### src/logic/cmdrsp_pkg.sv
// Command/response bus widths and records; imported by the router, its targets and the top
package cmdrsp_pkg;

        // ==============================
        // Bus widths
        // ==============================
        parameter int ADDR_WIDTH = 12;
        parameter int DATA_WIDTH = 32;

        // ==============================
        // Transaction records
        // ==============================

        // Command from the bus side, 45 bits
        typedef struct packed {
                logic                  pwrite;
                logic [ADDR_WIDTH-1:0] paddr;
                logic [DATA_WIDTH-1:0] pwdata;
        } cmd_req_t;

        // Response back to the bus side
        typedef struct packed {
                logic [DATA_WIDTH-1:0] prdata;
                logic                  pslverr;
        } cmd_rsp_t;

endpackage

### src/logic/perf_pkg.sv
// Profiler event and config records plus register offsets; used by the router and capture side
package perf_pkg;

        // Number of event channels feeding the capture stage
        parameter int NUM_CHANNELS = 8;

        // One captured event as stored in the FIFO
        typedef struct packed {
                logic [31:0] stamp;
                logic        event_kind;
                logic [2:0]  channel_id;
        } perf_event_t;

        // PERF_CONFIG bits, clear is bit 2 and enable is bit 0
        // Mode 0 stamps free-running time, mode 1 stamps time since the last event
        typedef struct packed {
                logic clear;
                logic mode;
                logic enable;
        } perf_cfg_t;

        // Byte offsets inside the 0x040-0x0FF window
        parameter logic [7:0] PERF_CONFIG_OFS    = 8'h40;
        parameter logic [7:0] PERF_DATA_LOW_OFS  = 8'h44;
        parameter logic [7:0] PERF_DATA_HIGH_OFS = 8'h48;
        parameter logic [7:0] PERF_STATUS_OFS    = 8'h4C;

        // Read value for a hole in the profiler window
        parameter logic [31:0] PERF_BAD_READ = 32'hDEADBEEF;

endpackage

### src/logic/perf_event_capture.sv
// Profiler producer; turns channel strobes into timestamped records for the event FIFO
`timescale 1ns/1ns

module perf_event_capture import perf_pkg::*; (
        input  logic                    clk,
        input  logic                    rst_n,
        input  perf_cfg_t               cfg,
        input  logic [NUM_CHANNELS-1:0] evt_strobe,
        input  logic                    evt_kind,
        output logic                    push,
        output perf_event_t             event_out
);

        logic [31:0] time_cnt;
        logic [31:0] last_time;
        logic [2:0]  chan;

        // Free-running time base and time of the previous captured event
        // Clear restarts both so mode 1 measures from zero again
        always_ff @(posedge clk or negedge rst_n) begin
                if (!rst_n) begin
                        time_cnt  <= '0;
                        last_time <= '0;
                end else if (cfg.clear) begin
                        time_cnt  <= '0;
                        last_time <= '0;
                end else begin
                        time_cnt <= time_cnt + 32'd1;
                        if (push) begin
                                last_time <= time_cnt;
                        end
                end
        end

        // Lowest-numbered strobing channel wins, scan from the top down
        always_comb begin
                chan = '0;
                for (int i = NUM_CHANNELS - 1; i >= 0; i--) begin
                        if (evt_strobe[i]) begin
                                chan = 3'(i);
                        end
                end
        end

        // Record goes out in the strobe cycle, FIFO takes it on the next edge
        assign push = cfg.enable && (|evt_strobe);

        assign event_out.stamp      = cfg.mode ? (time_cnt - last_time) : time_cnt;
        assign event_out.event_kind = evt_kind;
        assign event_out.channel_id = chan;

endmodule

### src/logic/perf_fifo.sv
// Synchronous FIFO for any payload type; buffers profiler events between capture and router
`timescale 1ns/1ns

module perf_fifo #(
        parameter type payload_t  = logic [31:0],
        parameter int  FIFO_DEPTH = 16
) (
        input  logic        clk,
        input  logic        rst_n,
        input  logic        flush,
        input  logic        push,
        input  payload_t    push_data,
        input  logic        pop,
        output payload_t    head,
        output logic [15:0] count,
        output logic        full,
        output logic        empty
);

        localparam int PTR_W = (FIFO_DEPTH > 1) ? $clog2(FIFO_DEPTH) : 1;

        payload_t         mem [FIFO_DEPTH];
        logic [PTR_W-1:0] wr_ptr;
        logic [PTR_W-1:0] rd_ptr;
        logic             do_push;
        logic             do_pop;

        // Pointer advance with wrap, depth need not be a power of two
        function automatic logic [PTR_W-1:0] next_ptr(input logic [PTR_W-1:0] ptr);
                return (ptr == PTR_W'(FIFO_DEPTH - 1)) ? '0 : ptr + 1'b1;
        endfunction

        // Push into a full buffer or pop from an empty one is dropped
        assign do_push = push && !full && !flush;
        assign do_pop  = pop && !empty && !flush;

        always_ff @(posedge clk or negedge rst_n) begin
                if (!rst_n) begin
                        wr_ptr <= '0;
                        rd_ptr <= '0;
                        count  <= '0;
                end else if (flush) begin
                        wr_ptr <= '0;
                        rd_ptr <= '0;
                        count  <= '0;
                end else begin
                        if (do_push) wr_ptr <= next_ptr(wr_ptr);
                        if (do_pop) rd_ptr <= next_ptr(rd_ptr);
                        // Simultaneous push and pop leaves the count alone
                        case ({do_push, do_pop})
                                2'b10:   count <= count + 16'd1;
                                2'b01:   count <= count - 16'd1;
                                default: count <= count;
                        endcase
                end
        end

        // Storage
        always_ff @(posedge clk) begin
                if (do_push) begin
                        mem[wr_ptr] <= push_data;
                end
        end

        assign head  = mem[rd_ptr];
        assign full  = (count == 16'(FIFO_DEPTH));
        assign empty = (count == 16'd0);

endmodule

### src/logic/cmdrsp_router.sv
// Address router for the command port; owns the profiler registers and pops the event FIFO
`timescale 1ns/1ns

module cmdrsp_router import cmdrsp_pkg::*, perf_pkg::*; (
        input  logic        clk,
        input  logic        rst_n,
        // Upstream command/response port
        input  logic        s_cmd_valid,
        output logic        s_cmd_ready,
        input  cmd_req_t    s_cmd,
        output logic        s_rsp_valid,
        input  logic        s_rsp_ready,
        output cmd_rsp_t    s_rsp,
        // Descriptor kick-off target m0 at 0x000-0x03F
        output logic        m0_cmd_valid,
        input  logic        m0_cmd_ready,
        output cmd_req_t    m0_cmd,
        input  logic        m0_rsp_valid,
        output logic        m0_rsp_ready,
        input  cmd_rsp_t    m0_rsp,
        // Config registers on m1 take everything not decoded elsewhere
        output logic        m1_cmd_valid,
        input  logic        m1_cmd_ready,
        output cmd_req_t    m1_cmd,
        input  logic        m1_rsp_valid,
        output logic        m1_rsp_ready,
        input  cmd_rsp_t    m1_rsp,
        // Profiler side
        output perf_cfg_t   cfg,
        output logic        perf_fifo_rd,
        input  perf_event_t fifo_head,
        input  logic [15:0] fifo_count,
        input  logic        fifo_full,
        input  logic        fifo_empty
);

        // ==============================
        // Address decode
        // ==============================
        logic hit_m0;
        logic hit_perf;
        logic hit_m1;
        logic busy;
        logic accept;

        assign hit_m0   = (s_cmd.paddr[ADDR_WIDTH-1:6] == '0);
        assign hit_perf = (s_cmd.paddr[ADDR_WIDTH-1:8] == '0) && (s_cmd.paddr[7:6] != 2'b00);
        assign hit_m1   = !hit_m0 && !hit_perf;

        // ==============================
        // Response ownership
        // ==============================
        logic sel_m0;
        logic sel_perf;
        logic sel_m1;

        // Hold off new commands while a response is owed
        assign busy   = sel_m0 || sel_perf || sel_m1;
        assign accept = s_cmd_valid && s_cmd_ready;

        always_ff @(posedge clk or negedge rst_n) begin
                if (!rst_n) begin
                        sel_m0   <= 1'b0;
                        sel_perf <= 1'b0;
                        sel_m1   <= 1'b0;
                end else if (accept) begin
                        sel_m0   <= hit_m0;
                        sel_perf <= hit_perf;
                        sel_m1   <= hit_m1;
                end else if (s_rsp_valid && s_rsp_ready) begin
                        sel_m0   <= 1'b0;
                        sel_perf <= 1'b0;
                        sel_m1   <= 1'b0;
                end
        end

        // ==============================
        // Profiler registers
        // ==============================
        logic [DATA_WIDTH-1:0] perf_rdata;
        logic [DATA_WIDTH-1:0] perf_rdata_q;

        // The clear bit of a config write drops again one cycle later
        always_ff @(posedge clk or negedge rst_n) begin
                if (!rst_n) begin
                        cfg <= '0;
                end else if (accept && hit_perf && s_cmd.pwrite &&
                             s_cmd.paddr[7:0] == PERF_CONFIG_OFS) begin
                        cfg <= perf_cfg_t'(s_cmd.pwdata[2:0]);
                end else if (cfg.clear) begin
                        cfg.clear <= 1'b0;
                end
        end

        // Reading DATA_LOW consumes the head entry
        assign perf_fifo_rd = accept && hit_perf && !s_cmd.pwrite &&
                              (s_cmd.paddr[7:0] == PERF_DATA_LOW_OFS);

        always_comb begin
                case (s_cmd.paddr[7:0])
                        PERF_CONFIG_OFS:    perf_rdata = {29'd0, cfg};
                        PERF_DATA_LOW_OFS:  perf_rdata = fifo_head.stamp;
                        PERF_DATA_HIGH_OFS: perf_rdata = {28'd0, fifo_head.event_kind,
                                                          fifo_head.channel_id};
                        PERF_STATUS_OFS:    perf_rdata = {fifo_count, 14'd0,
                                                          fifo_full, fifo_empty};
                        default:            perf_rdata = PERF_BAD_READ;
                endcase
        end

        // Sampled at accept so the data holds under back-pressure
        always_ff @(posedge clk) begin
                if (accept && hit_perf) begin
                        perf_rdata_q <= perf_rdata;
                end
        end

        // ==============================
        // Command and response steering
        // ==============================
        assign m0_cmd       = s_cmd;
        assign m1_cmd       = s_cmd;
        assign m0_cmd_valid = s_cmd_valid && hit_m0 && !busy;
        assign m1_cmd_valid = s_cmd_valid && hit_m1 && !busy;

        // Profiler is always able to take a command
        assign s_cmd_ready = !busy && (hit_m0 ? m0_cmd_ready : (hit_perf || m1_cmd_ready));

        // Profiler response is valid as soon as its selection is registered
        assign s_rsp_valid = sel_perf || (sel_m0 && m0_rsp_valid) || (sel_m1 && m1_rsp_valid);

        assign s_rsp = sel_m0   ? m0_rsp :
                       sel_perf ? cmd_rsp_t'{prdata: perf_rdata_q, pslverr: 1'b0} :
                       m1_rsp;

        assign m0_rsp_ready = sel_m0 && s_rsp_ready;
        assign m1_rsp_ready = sel_m1 && s_rsp_ready;

endmodule

### src/logic/descr_kick.sv
// Descriptor kick-off target; stores a descriptor address and pulses a kick on command
`timescale 1ns/1ns

module descr_kick import cmdrsp_pkg::*; (
        input  logic                  clk,
        input  logic                  rst_n,
        input  logic                  cmd_valid,
        output logic                  cmd_ready,
        input  cmd_req_t              cmd,
        output logic                  rsp_valid,
        input  logic                  rsp_ready,
        output cmd_rsp_t              rsp,
        output logic                  kick_valid,
        output logic [DATA_WIDTH-1:0] kick_addr
);

        logic [DATA_WIDTH-1:0] desc_addr;
        logic                  accept;
        logic                  ofs_addr;
        logic                  ofs_kick;

        assign accept    = cmd_valid && cmd_ready;
        assign cmd_ready = !rsp_valid;
        // 0x00 descriptor address, 0x04 kick strobe
        assign ofs_addr  = (cmd.paddr[5:0] == 6'h00);
        assign ofs_kick  = (cmd.paddr[5:0] == 6'h04);

        always_ff @(posedge clk or negedge rst_n) begin
                if (!rst_n) begin
                        rsp_valid  <= 1'b0;
                        kick_valid <= 1'b0;
                end else begin
                        // Single-cycle pulse on a write of bit 0 to the kick offset
                        kick_valid <= accept && cmd.pwrite && ofs_kick && cmd.pwdata[0];
                        if (accept) rsp_valid <= 1'b1;
                        else if (rsp_ready) rsp_valid <= 1'b0;
                end
        end

        always_ff @(posedge clk) begin
                if (accept) begin
                        if (cmd.pwrite && ofs_addr) desc_addr <= cmd.pwdata;
                        rsp.prdata  <= (!cmd.pwrite && ofs_addr) ? desc_addr : '0;
                        rsp.pslverr <= !(ofs_addr || ofs_kick);
                end
        end

        assign kick_addr = desc_addr;

endmodule

### src/logic/config_regs.sv
// Default-route config register file; word registers from 0x100, errors outside that range
`timescale 1ns/1ns

module config_regs import cmdrsp_pkg::*; #(
        parameter int NUM_REGS = 16
) (
        input  logic                  clk,
        input  logic                  rst_n,
        input  logic                  cmd_valid,
        output logic                  cmd_ready,
        input  cmd_req_t              cmd,
        output logic                  rsp_valid,
        input  logic                  rsp_ready,
        output cmd_rsp_t              rsp,
        output logic [DATA_WIDTH-1:0] ctrl_word
);

        localparam int                    IDX_W = (NUM_REGS > 1) ? $clog2(NUM_REGS) : 1;
        localparam logic [ADDR_WIDTH-1:0] BASE  = ADDR_WIDTH'(12'h100);

        logic [DATA_WIDTH-1:0] regs [NUM_REGS];
        logic [ADDR_WIDTH-1:0] rel;
        logic [IDX_W-1:0]      idx;
        logic                  in_range;
        logic                  accept;

        // Word index relative to the base, low address bits ignored
        assign rel      = cmd.paddr - BASE;
        assign idx      = rel[IDX_W+1:2];
        assign in_range = (cmd.paddr >= BASE) && (rel[ADDR_WIDTH-1:2] < NUM_REGS);
        assign accept   = cmd_valid && cmd_ready;
        assign cmd_ready = !rsp_valid;

        always_ff @(posedge clk or negedge rst_n) begin
                if (!rst_n) begin
                        rsp_valid <= 1'b0;
                        for (int i = 0; i < NUM_REGS; i++) regs[i] <= '0;
                end else begin
                        if (accept && cmd.pwrite && in_range) regs[idx] <= cmd.pwdata;
                        if (accept) rsp_valid <= 1'b1;
                        else if (rsp_ready) rsp_valid <= 1'b0;
                end
        end

        // Out-of-range access reads as zero with an error
        always_ff @(posedge clk) begin
                if (accept) begin
                        rsp.prdata  <= (!cmd.pwrite && in_range) ? regs[idx] : '0;
                        rsp.pslverr <= !in_range;
                end
        end

        assign ctrl_word = regs[0];

endmodule

### src/logic/cmd_fabric.sv
// Top level of the register-access fabric; connects router, targets and profiler pipeline
`timescale 1ns/1ns

module cmd_fabric import cmdrsp_pkg::*, perf_pkg::*; #(
        parameter int FIFO_DEPTH = 16,
        parameter int NUM_REGS   = 16
) (
        input  logic                    clk,
        input  logic                    rst_n,
        input  logic                    cmd_valid,
        output logic                    cmd_ready,
        input  cmd_req_t                cmd,
        output logic                    rsp_valid,
        input  logic                    rsp_ready,
        output cmd_rsp_t                rsp,
        input  logic [NUM_CHANNELS-1:0] evt_strobe,
        input  logic                    evt_kind,
        output logic                    kick_valid,
        output logic [DATA_WIDTH-1:0]   kick_addr,
        output logic [DATA_WIDTH-1:0]   ctrl_word
);

        // Router to target links
        logic        m0_cmd_valid, m0_cmd_ready, m0_rsp_valid, m0_rsp_ready;
        logic        m1_cmd_valid, m1_cmd_ready, m1_rsp_valid, m1_rsp_ready;
        cmd_req_t    m0_cmd, m1_cmd;
        cmd_rsp_t    m0_rsp, m1_rsp;

        // Profiler pipeline
        perf_cfg_t   cfg;
        perf_event_t evt, fifo_head;
        logic        evt_push, fifo_rd, fifo_full, fifo_empty;
        logic [15:0] fifo_count;

        cmdrsp_router u_router (
                .clk(clk), .rst_n(rst_n),
                .s_cmd_valid(cmd_valid), .s_cmd_ready(cmd_ready), .s_cmd(cmd),
                .s_rsp_valid(rsp_valid), .s_rsp_ready(rsp_ready), .s_rsp(rsp),
                .m0_cmd_valid(m0_cmd_valid), .m0_cmd_ready(m0_cmd_ready), .m0_cmd(m0_cmd),
                .m0_rsp_valid(m0_rsp_valid), .m0_rsp_ready(m0_rsp_ready), .m0_rsp(m0_rsp),
                .m1_cmd_valid(m1_cmd_valid), .m1_cmd_ready(m1_cmd_ready), .m1_cmd(m1_cmd),
                .m1_rsp_valid(m1_rsp_valid), .m1_rsp_ready(m1_rsp_ready), .m1_rsp(m1_rsp),
                .cfg(cfg), .perf_fifo_rd(fifo_rd), .fifo_head(fifo_head),
                .fifo_count(fifo_count), .fifo_full(fifo_full), .fifo_empty(fifo_empty)
        );

        descr_kick u_descr_kick (
                .clk(clk), .rst_n(rst_n),
                .cmd_valid(m0_cmd_valid), .cmd_ready(m0_cmd_ready), .cmd(m0_cmd),
                .rsp_valid(m0_rsp_valid), .rsp_ready(m0_rsp_ready), .rsp(m0_rsp),
                .kick_valid(kick_valid), .kick_addr(kick_addr)
        );

        config_regs #(.NUM_REGS(NUM_REGS)) u_config_regs (
                .clk(clk), .rst_n(rst_n),
                .cmd_valid(m1_cmd_valid), .cmd_ready(m1_cmd_ready), .cmd(m1_cmd),
                .rsp_valid(m1_rsp_valid), .rsp_ready(m1_rsp_ready), .rsp(m1_rsp),
                .ctrl_word(ctrl_word)
        );

        perf_event_capture u_capture (
                .clk(clk), .rst_n(rst_n), .cfg(cfg),
                .evt_strobe(evt_strobe), .evt_kind(evt_kind),
                .push(evt_push), .event_out(evt)
        );

        // Clear flushes the buffer in the same cycle it resets the time base
        perf_fifo #(.payload_t(perf_event_t), .FIFO_DEPTH(FIFO_DEPTH)) u_perf_fifo (
                .clk(clk), .rst_n(rst_n), .flush(cfg.clear),
                .push(evt_push), .push_data(evt), .pop(fifo_rd),
                .head(fifo_head), .count(fifo_count), .full(fifo_full), .empty(fifo_empty)
        );

endmodule

### config.mk
export PLATFORM = sky130hd
export DESIGN_NAME = cmd_fabric
export DESIGN_NICKNAME = d
export VERILOG_FILES = /design/src/logic/cmdrsp_pkg.sv /design/src/logic/perf_pkg.sv /design/src/logic/perf_event_capture.sv /design/src/logic/perf_fifo.sv /design/src/logic/cmdrsp_router.sv /design/src/logic/descr_kick.sv /design/src/logic/config_regs.sv /design/src/logic/cmd_fabric.sv
export SDC_FILE = /design/constraint.sdc
export NUM_CORES = 2
export LEC_CHECK = 0
export BUFFER_PORTS_ARGS = -buffer_cell sky130_fd_sc_hd__clkbuf_2
export CORE_ASPECT_RATIO = 1.25
export CORE_MARGIN = 5
export CORE_UTILIZATION = 64
export DETAILED_ROUTE_END_ITERATION = 7
export GPL_TIMING_DRIVEN = 1
export MAX_ROUTING_LAYER = met4
export PLACE_DENSITY = 0.81
export RECOVER_POWER = 25
export SYNTH_ARGS = -nofsm -noshare
export SYNTH_HDL_FRONTEND = slang
export SYNTH_HIERARCHICAL = 1
export SYNTH_SLANG_ARGS = --single-unit
### constraint.sdc
create_clock -name clk -period 15.7 [get_ports clk]
set_clock_uncertainty 0.2 [all_clocks]
set_input_delay 3.14 -clock clk [delete_from_list [all_inputs] [get_ports clk]]
set_output_delay 3.14 -clock clk [all_outputs]
set_load 0.02 [all_outputs]
==> impl_metrics.json <==
{
  "crit_slowest_cell": "clkbuf_1",
  "syn_avg_cell_area_um2": 15.1,
  "fillCellCount": 5956,
  "viasPerCell": 6.58,
  "drt-pass1-iter-count": 7,
  "cp_max_fo": 119,
  "core_mm2": 0.0927,
  "htreeDepth": 3,
  "status": "complete, but fails checks",
  "max-vdd-ir-drop_mv": 0.141,
  "grt_max_degree": 120,
  "fin_cells": 5243,
  "critPathRequiredTime_ns": 16.22,
  "power.density_mw_per_mm2": 108,
  "die_w_um": 283,
  "numCtsBuffers": 120,
  "cp.depth": 4,
  "grt-ovfl-total": 0,
  "wl_per_cell_um": 27.0,
  "globalplace.congestion": 0.856,
  "dp_hpwl_mm": 83.7,
  "nNetsFinal": 4037,
  "setup_violations": 0,
  "rows": 125,
  "die_h_um": 351,
  "grt_usage_pct": 29.6,
  "cp-end-kind": "asynchronous set/reset pin",
  "crit_arrival_ns": 10.45,
  "grt_first_pass_wirelength_mm": 216,
  "critPathBufInv": 4,
  "cts-root-buf": "clkbuf_16",
  "ios": 158,
  "post-route-min-period_ns": 9.92,
  "dr.first_iter.drc_count": 3457,
  "cts_resized": 0,
  "vias": 34508,
  "fmax_mhz": 101,
  "rr_startpoint": "u_router/sel_perf$_DFFE_PN0P_",
  "post-cts-setup-buffers": 0,
  "multi_input_area_mm2": 0.0207,
  "drive_gt1_share_pct": 30.5,
  "finalPower_w": 0.00690,
  "tightest_slew_ns": 6.32,
  "antenna_found_initial": 9,
  "max_stage_delay_ns": 4.30,
  "relSlewSlack_pct": -321,
  "violations": "capacitance limit, slew limit",
  "path_class": "primary input to asynchronous set/reset pin",
  "final_max_slew_viol_count": 314,
  "clk_latency_ns": 0.71,
  "synth_area_mm2": 0.0596,
  "rr_worst_depth": 15,
  "critPathLaunchType": "primary input",
  "synthToLayoutAreaGrowth_pct": 7.65,
  "critPathTopFamily": "buffers and inverters",
  "max-cap-violations": 7,
  "synth.net_count": 4064,
  "tns_ns": 0,
  "ys.warnings.count": 6,
  "path_cells": "clkbuf_1 > buf_4 > buf_4 > buf_4",
  "clkSlewWorstSetupHoldPaths_ns": 0.06,
  "drc": 0,
  "rsz0062_at_grt": "false",
  "cp_common_cell": "buf_4",
  "cts_sinks": 1315,
  "place_inst": 5010,
  "finalHoldViolations": 0,
  "initial_utilization_pct": 64.2,
  "postCtsHoldBufs": 0,
  "cts_buffer_depth": 3,
  "design.die.area_mm2": 0.0993,
  "ant_nets": 0,
  "grt_pass1_vias": 35862,
  "hp-start": "u_config_regs/regs[421]$_DFFE_PN0P_",
  "crit_start": "rst_n",
  "hold_class": "flop to flop",
  "numPortBuffers": 157,
  "synthCells": 3953,
  "final_util_pct": 69.1,
  "p_leak_nw": 25.1,
  "period_share_pct": 63.2,
  "routed_wl_mm": 142,
  "hold_depth": 1,
  "regArea_mm2": 0.0365,
  "cts_tree": "yes"
}
==> layout make-up <==
cell class,count,area share [%]
Antenna cell,7,0.0273
Clock buffer,171,5.35
Clock inverter,55,0.859
Inverter,62,0.363
Multi-Input combinational cell,2206,32.3
Sequential cell,1315,56.9
Tap cell,1206,2.35
Timing Repair Buffer,221,1.86
==> report_power, final <==
part | switching, W | internal (W)
Combinational | 0.000203 | 0.0000972
Clock | 0.00128 | 0.00166
Sequential | 0.0000127 | 0.00365
Total | 0.00150 | 0.00540
==> path summary, 6_finish.rpt <==
| kind | endpoint | slack [ns] |
|---|---|---|
| worst max-delay path | u_config_regs/regs[252]$_DFFE_PN0P_ | 5.78 |
| worst min-delay path | u_config_regs/regs[421]$_DFFE_PN0P_ | 0.30 |
| worst max register to register | u_perf_fifo/count[13]$_DFFE_PN0P_ | 9.80 |
| worst min register to register | u_config_regs/regs[421]$_DFFE_PN0P_ | 0.30 |
| max in group clk | u_perf_fifo/count[13]$_DFFE_PN0P_ | 7.86 |
| min in group asynchronous | u_capture/time_cnt[7]$_DFF_PN0_ | 4.59 |
==> registers in the layout (all words and copies together), names as in the netlist, 16 cells and up <==
signal                   count
u_perf_fifo/mem            576
u_config_regs/regs         480
u_config_regs/rsp           33
u_descr_kick/rsp            33
u_capture/last_time         32
u_capture/time_cnt          32
u_config_regs/ctrl_word     32
u_descr_kick/kick_addr      32
u_router/perf_rdata_q       32
u_perf_fifo/count           16
==> per-layer routing <==
layer / up-vias / global-route usage, % / share of wire (%)
li1: 14830 / - / -
met1: 17891 / 36.7 / 38
met2: 1422 / 48.5 / 51
met3: 365 / 6.49 / 7.8
met4: 0 / 11.1 / 4.0
met5: - / - / 0
==> cell usage in the layout (no fill, tap or decap), drive strengths merged, types with 22 or more instances in the layout <==
cell type  instances
mux2             570
a21o              22
nand2            275
mux2i            192
xnor2             27
edfxtp           706
and2              25
inv               71
and4bb            32
xor2              22
clkinv            32
buf               52
nor2              97
a221oi            40
clkbuf           340
mux4             202
ha                51
nor3              35
nand3             30
o21ai            169
dfrtp            609
a22oi             68
a21oi            130
==> worst reg2reg max path: stages, from the launching register on <==
cell and delay (ns):
dfrtp_2 0.56, buf_4 0.37, nor3_2 0.43, o2111ai_1 0.52
nor3_1 0.48, inv_1 0.17, a31oi_1 0.55, nand3_1 0.24
inv_1 0.46, ha_1 0.40, a21o_1 0.22, a31o_2 0.23
o211a_1 0.30, o31a_1 0.33, xnor2_1 0.19, o22ai_1 0.09
==> through the flow <==
step,hold slack [ns],instance area [µm²],setup slack (ns)
finish,0.297,64100,5.78
CTS,0.301,64300,8.06
floorplan,0.257,59600,7.01
global placement,0.280,60300,7.39
global route,0.306,64100,4.30
detailed placement,0.287,60300,7.32
(Power assumes the default switching activity.)
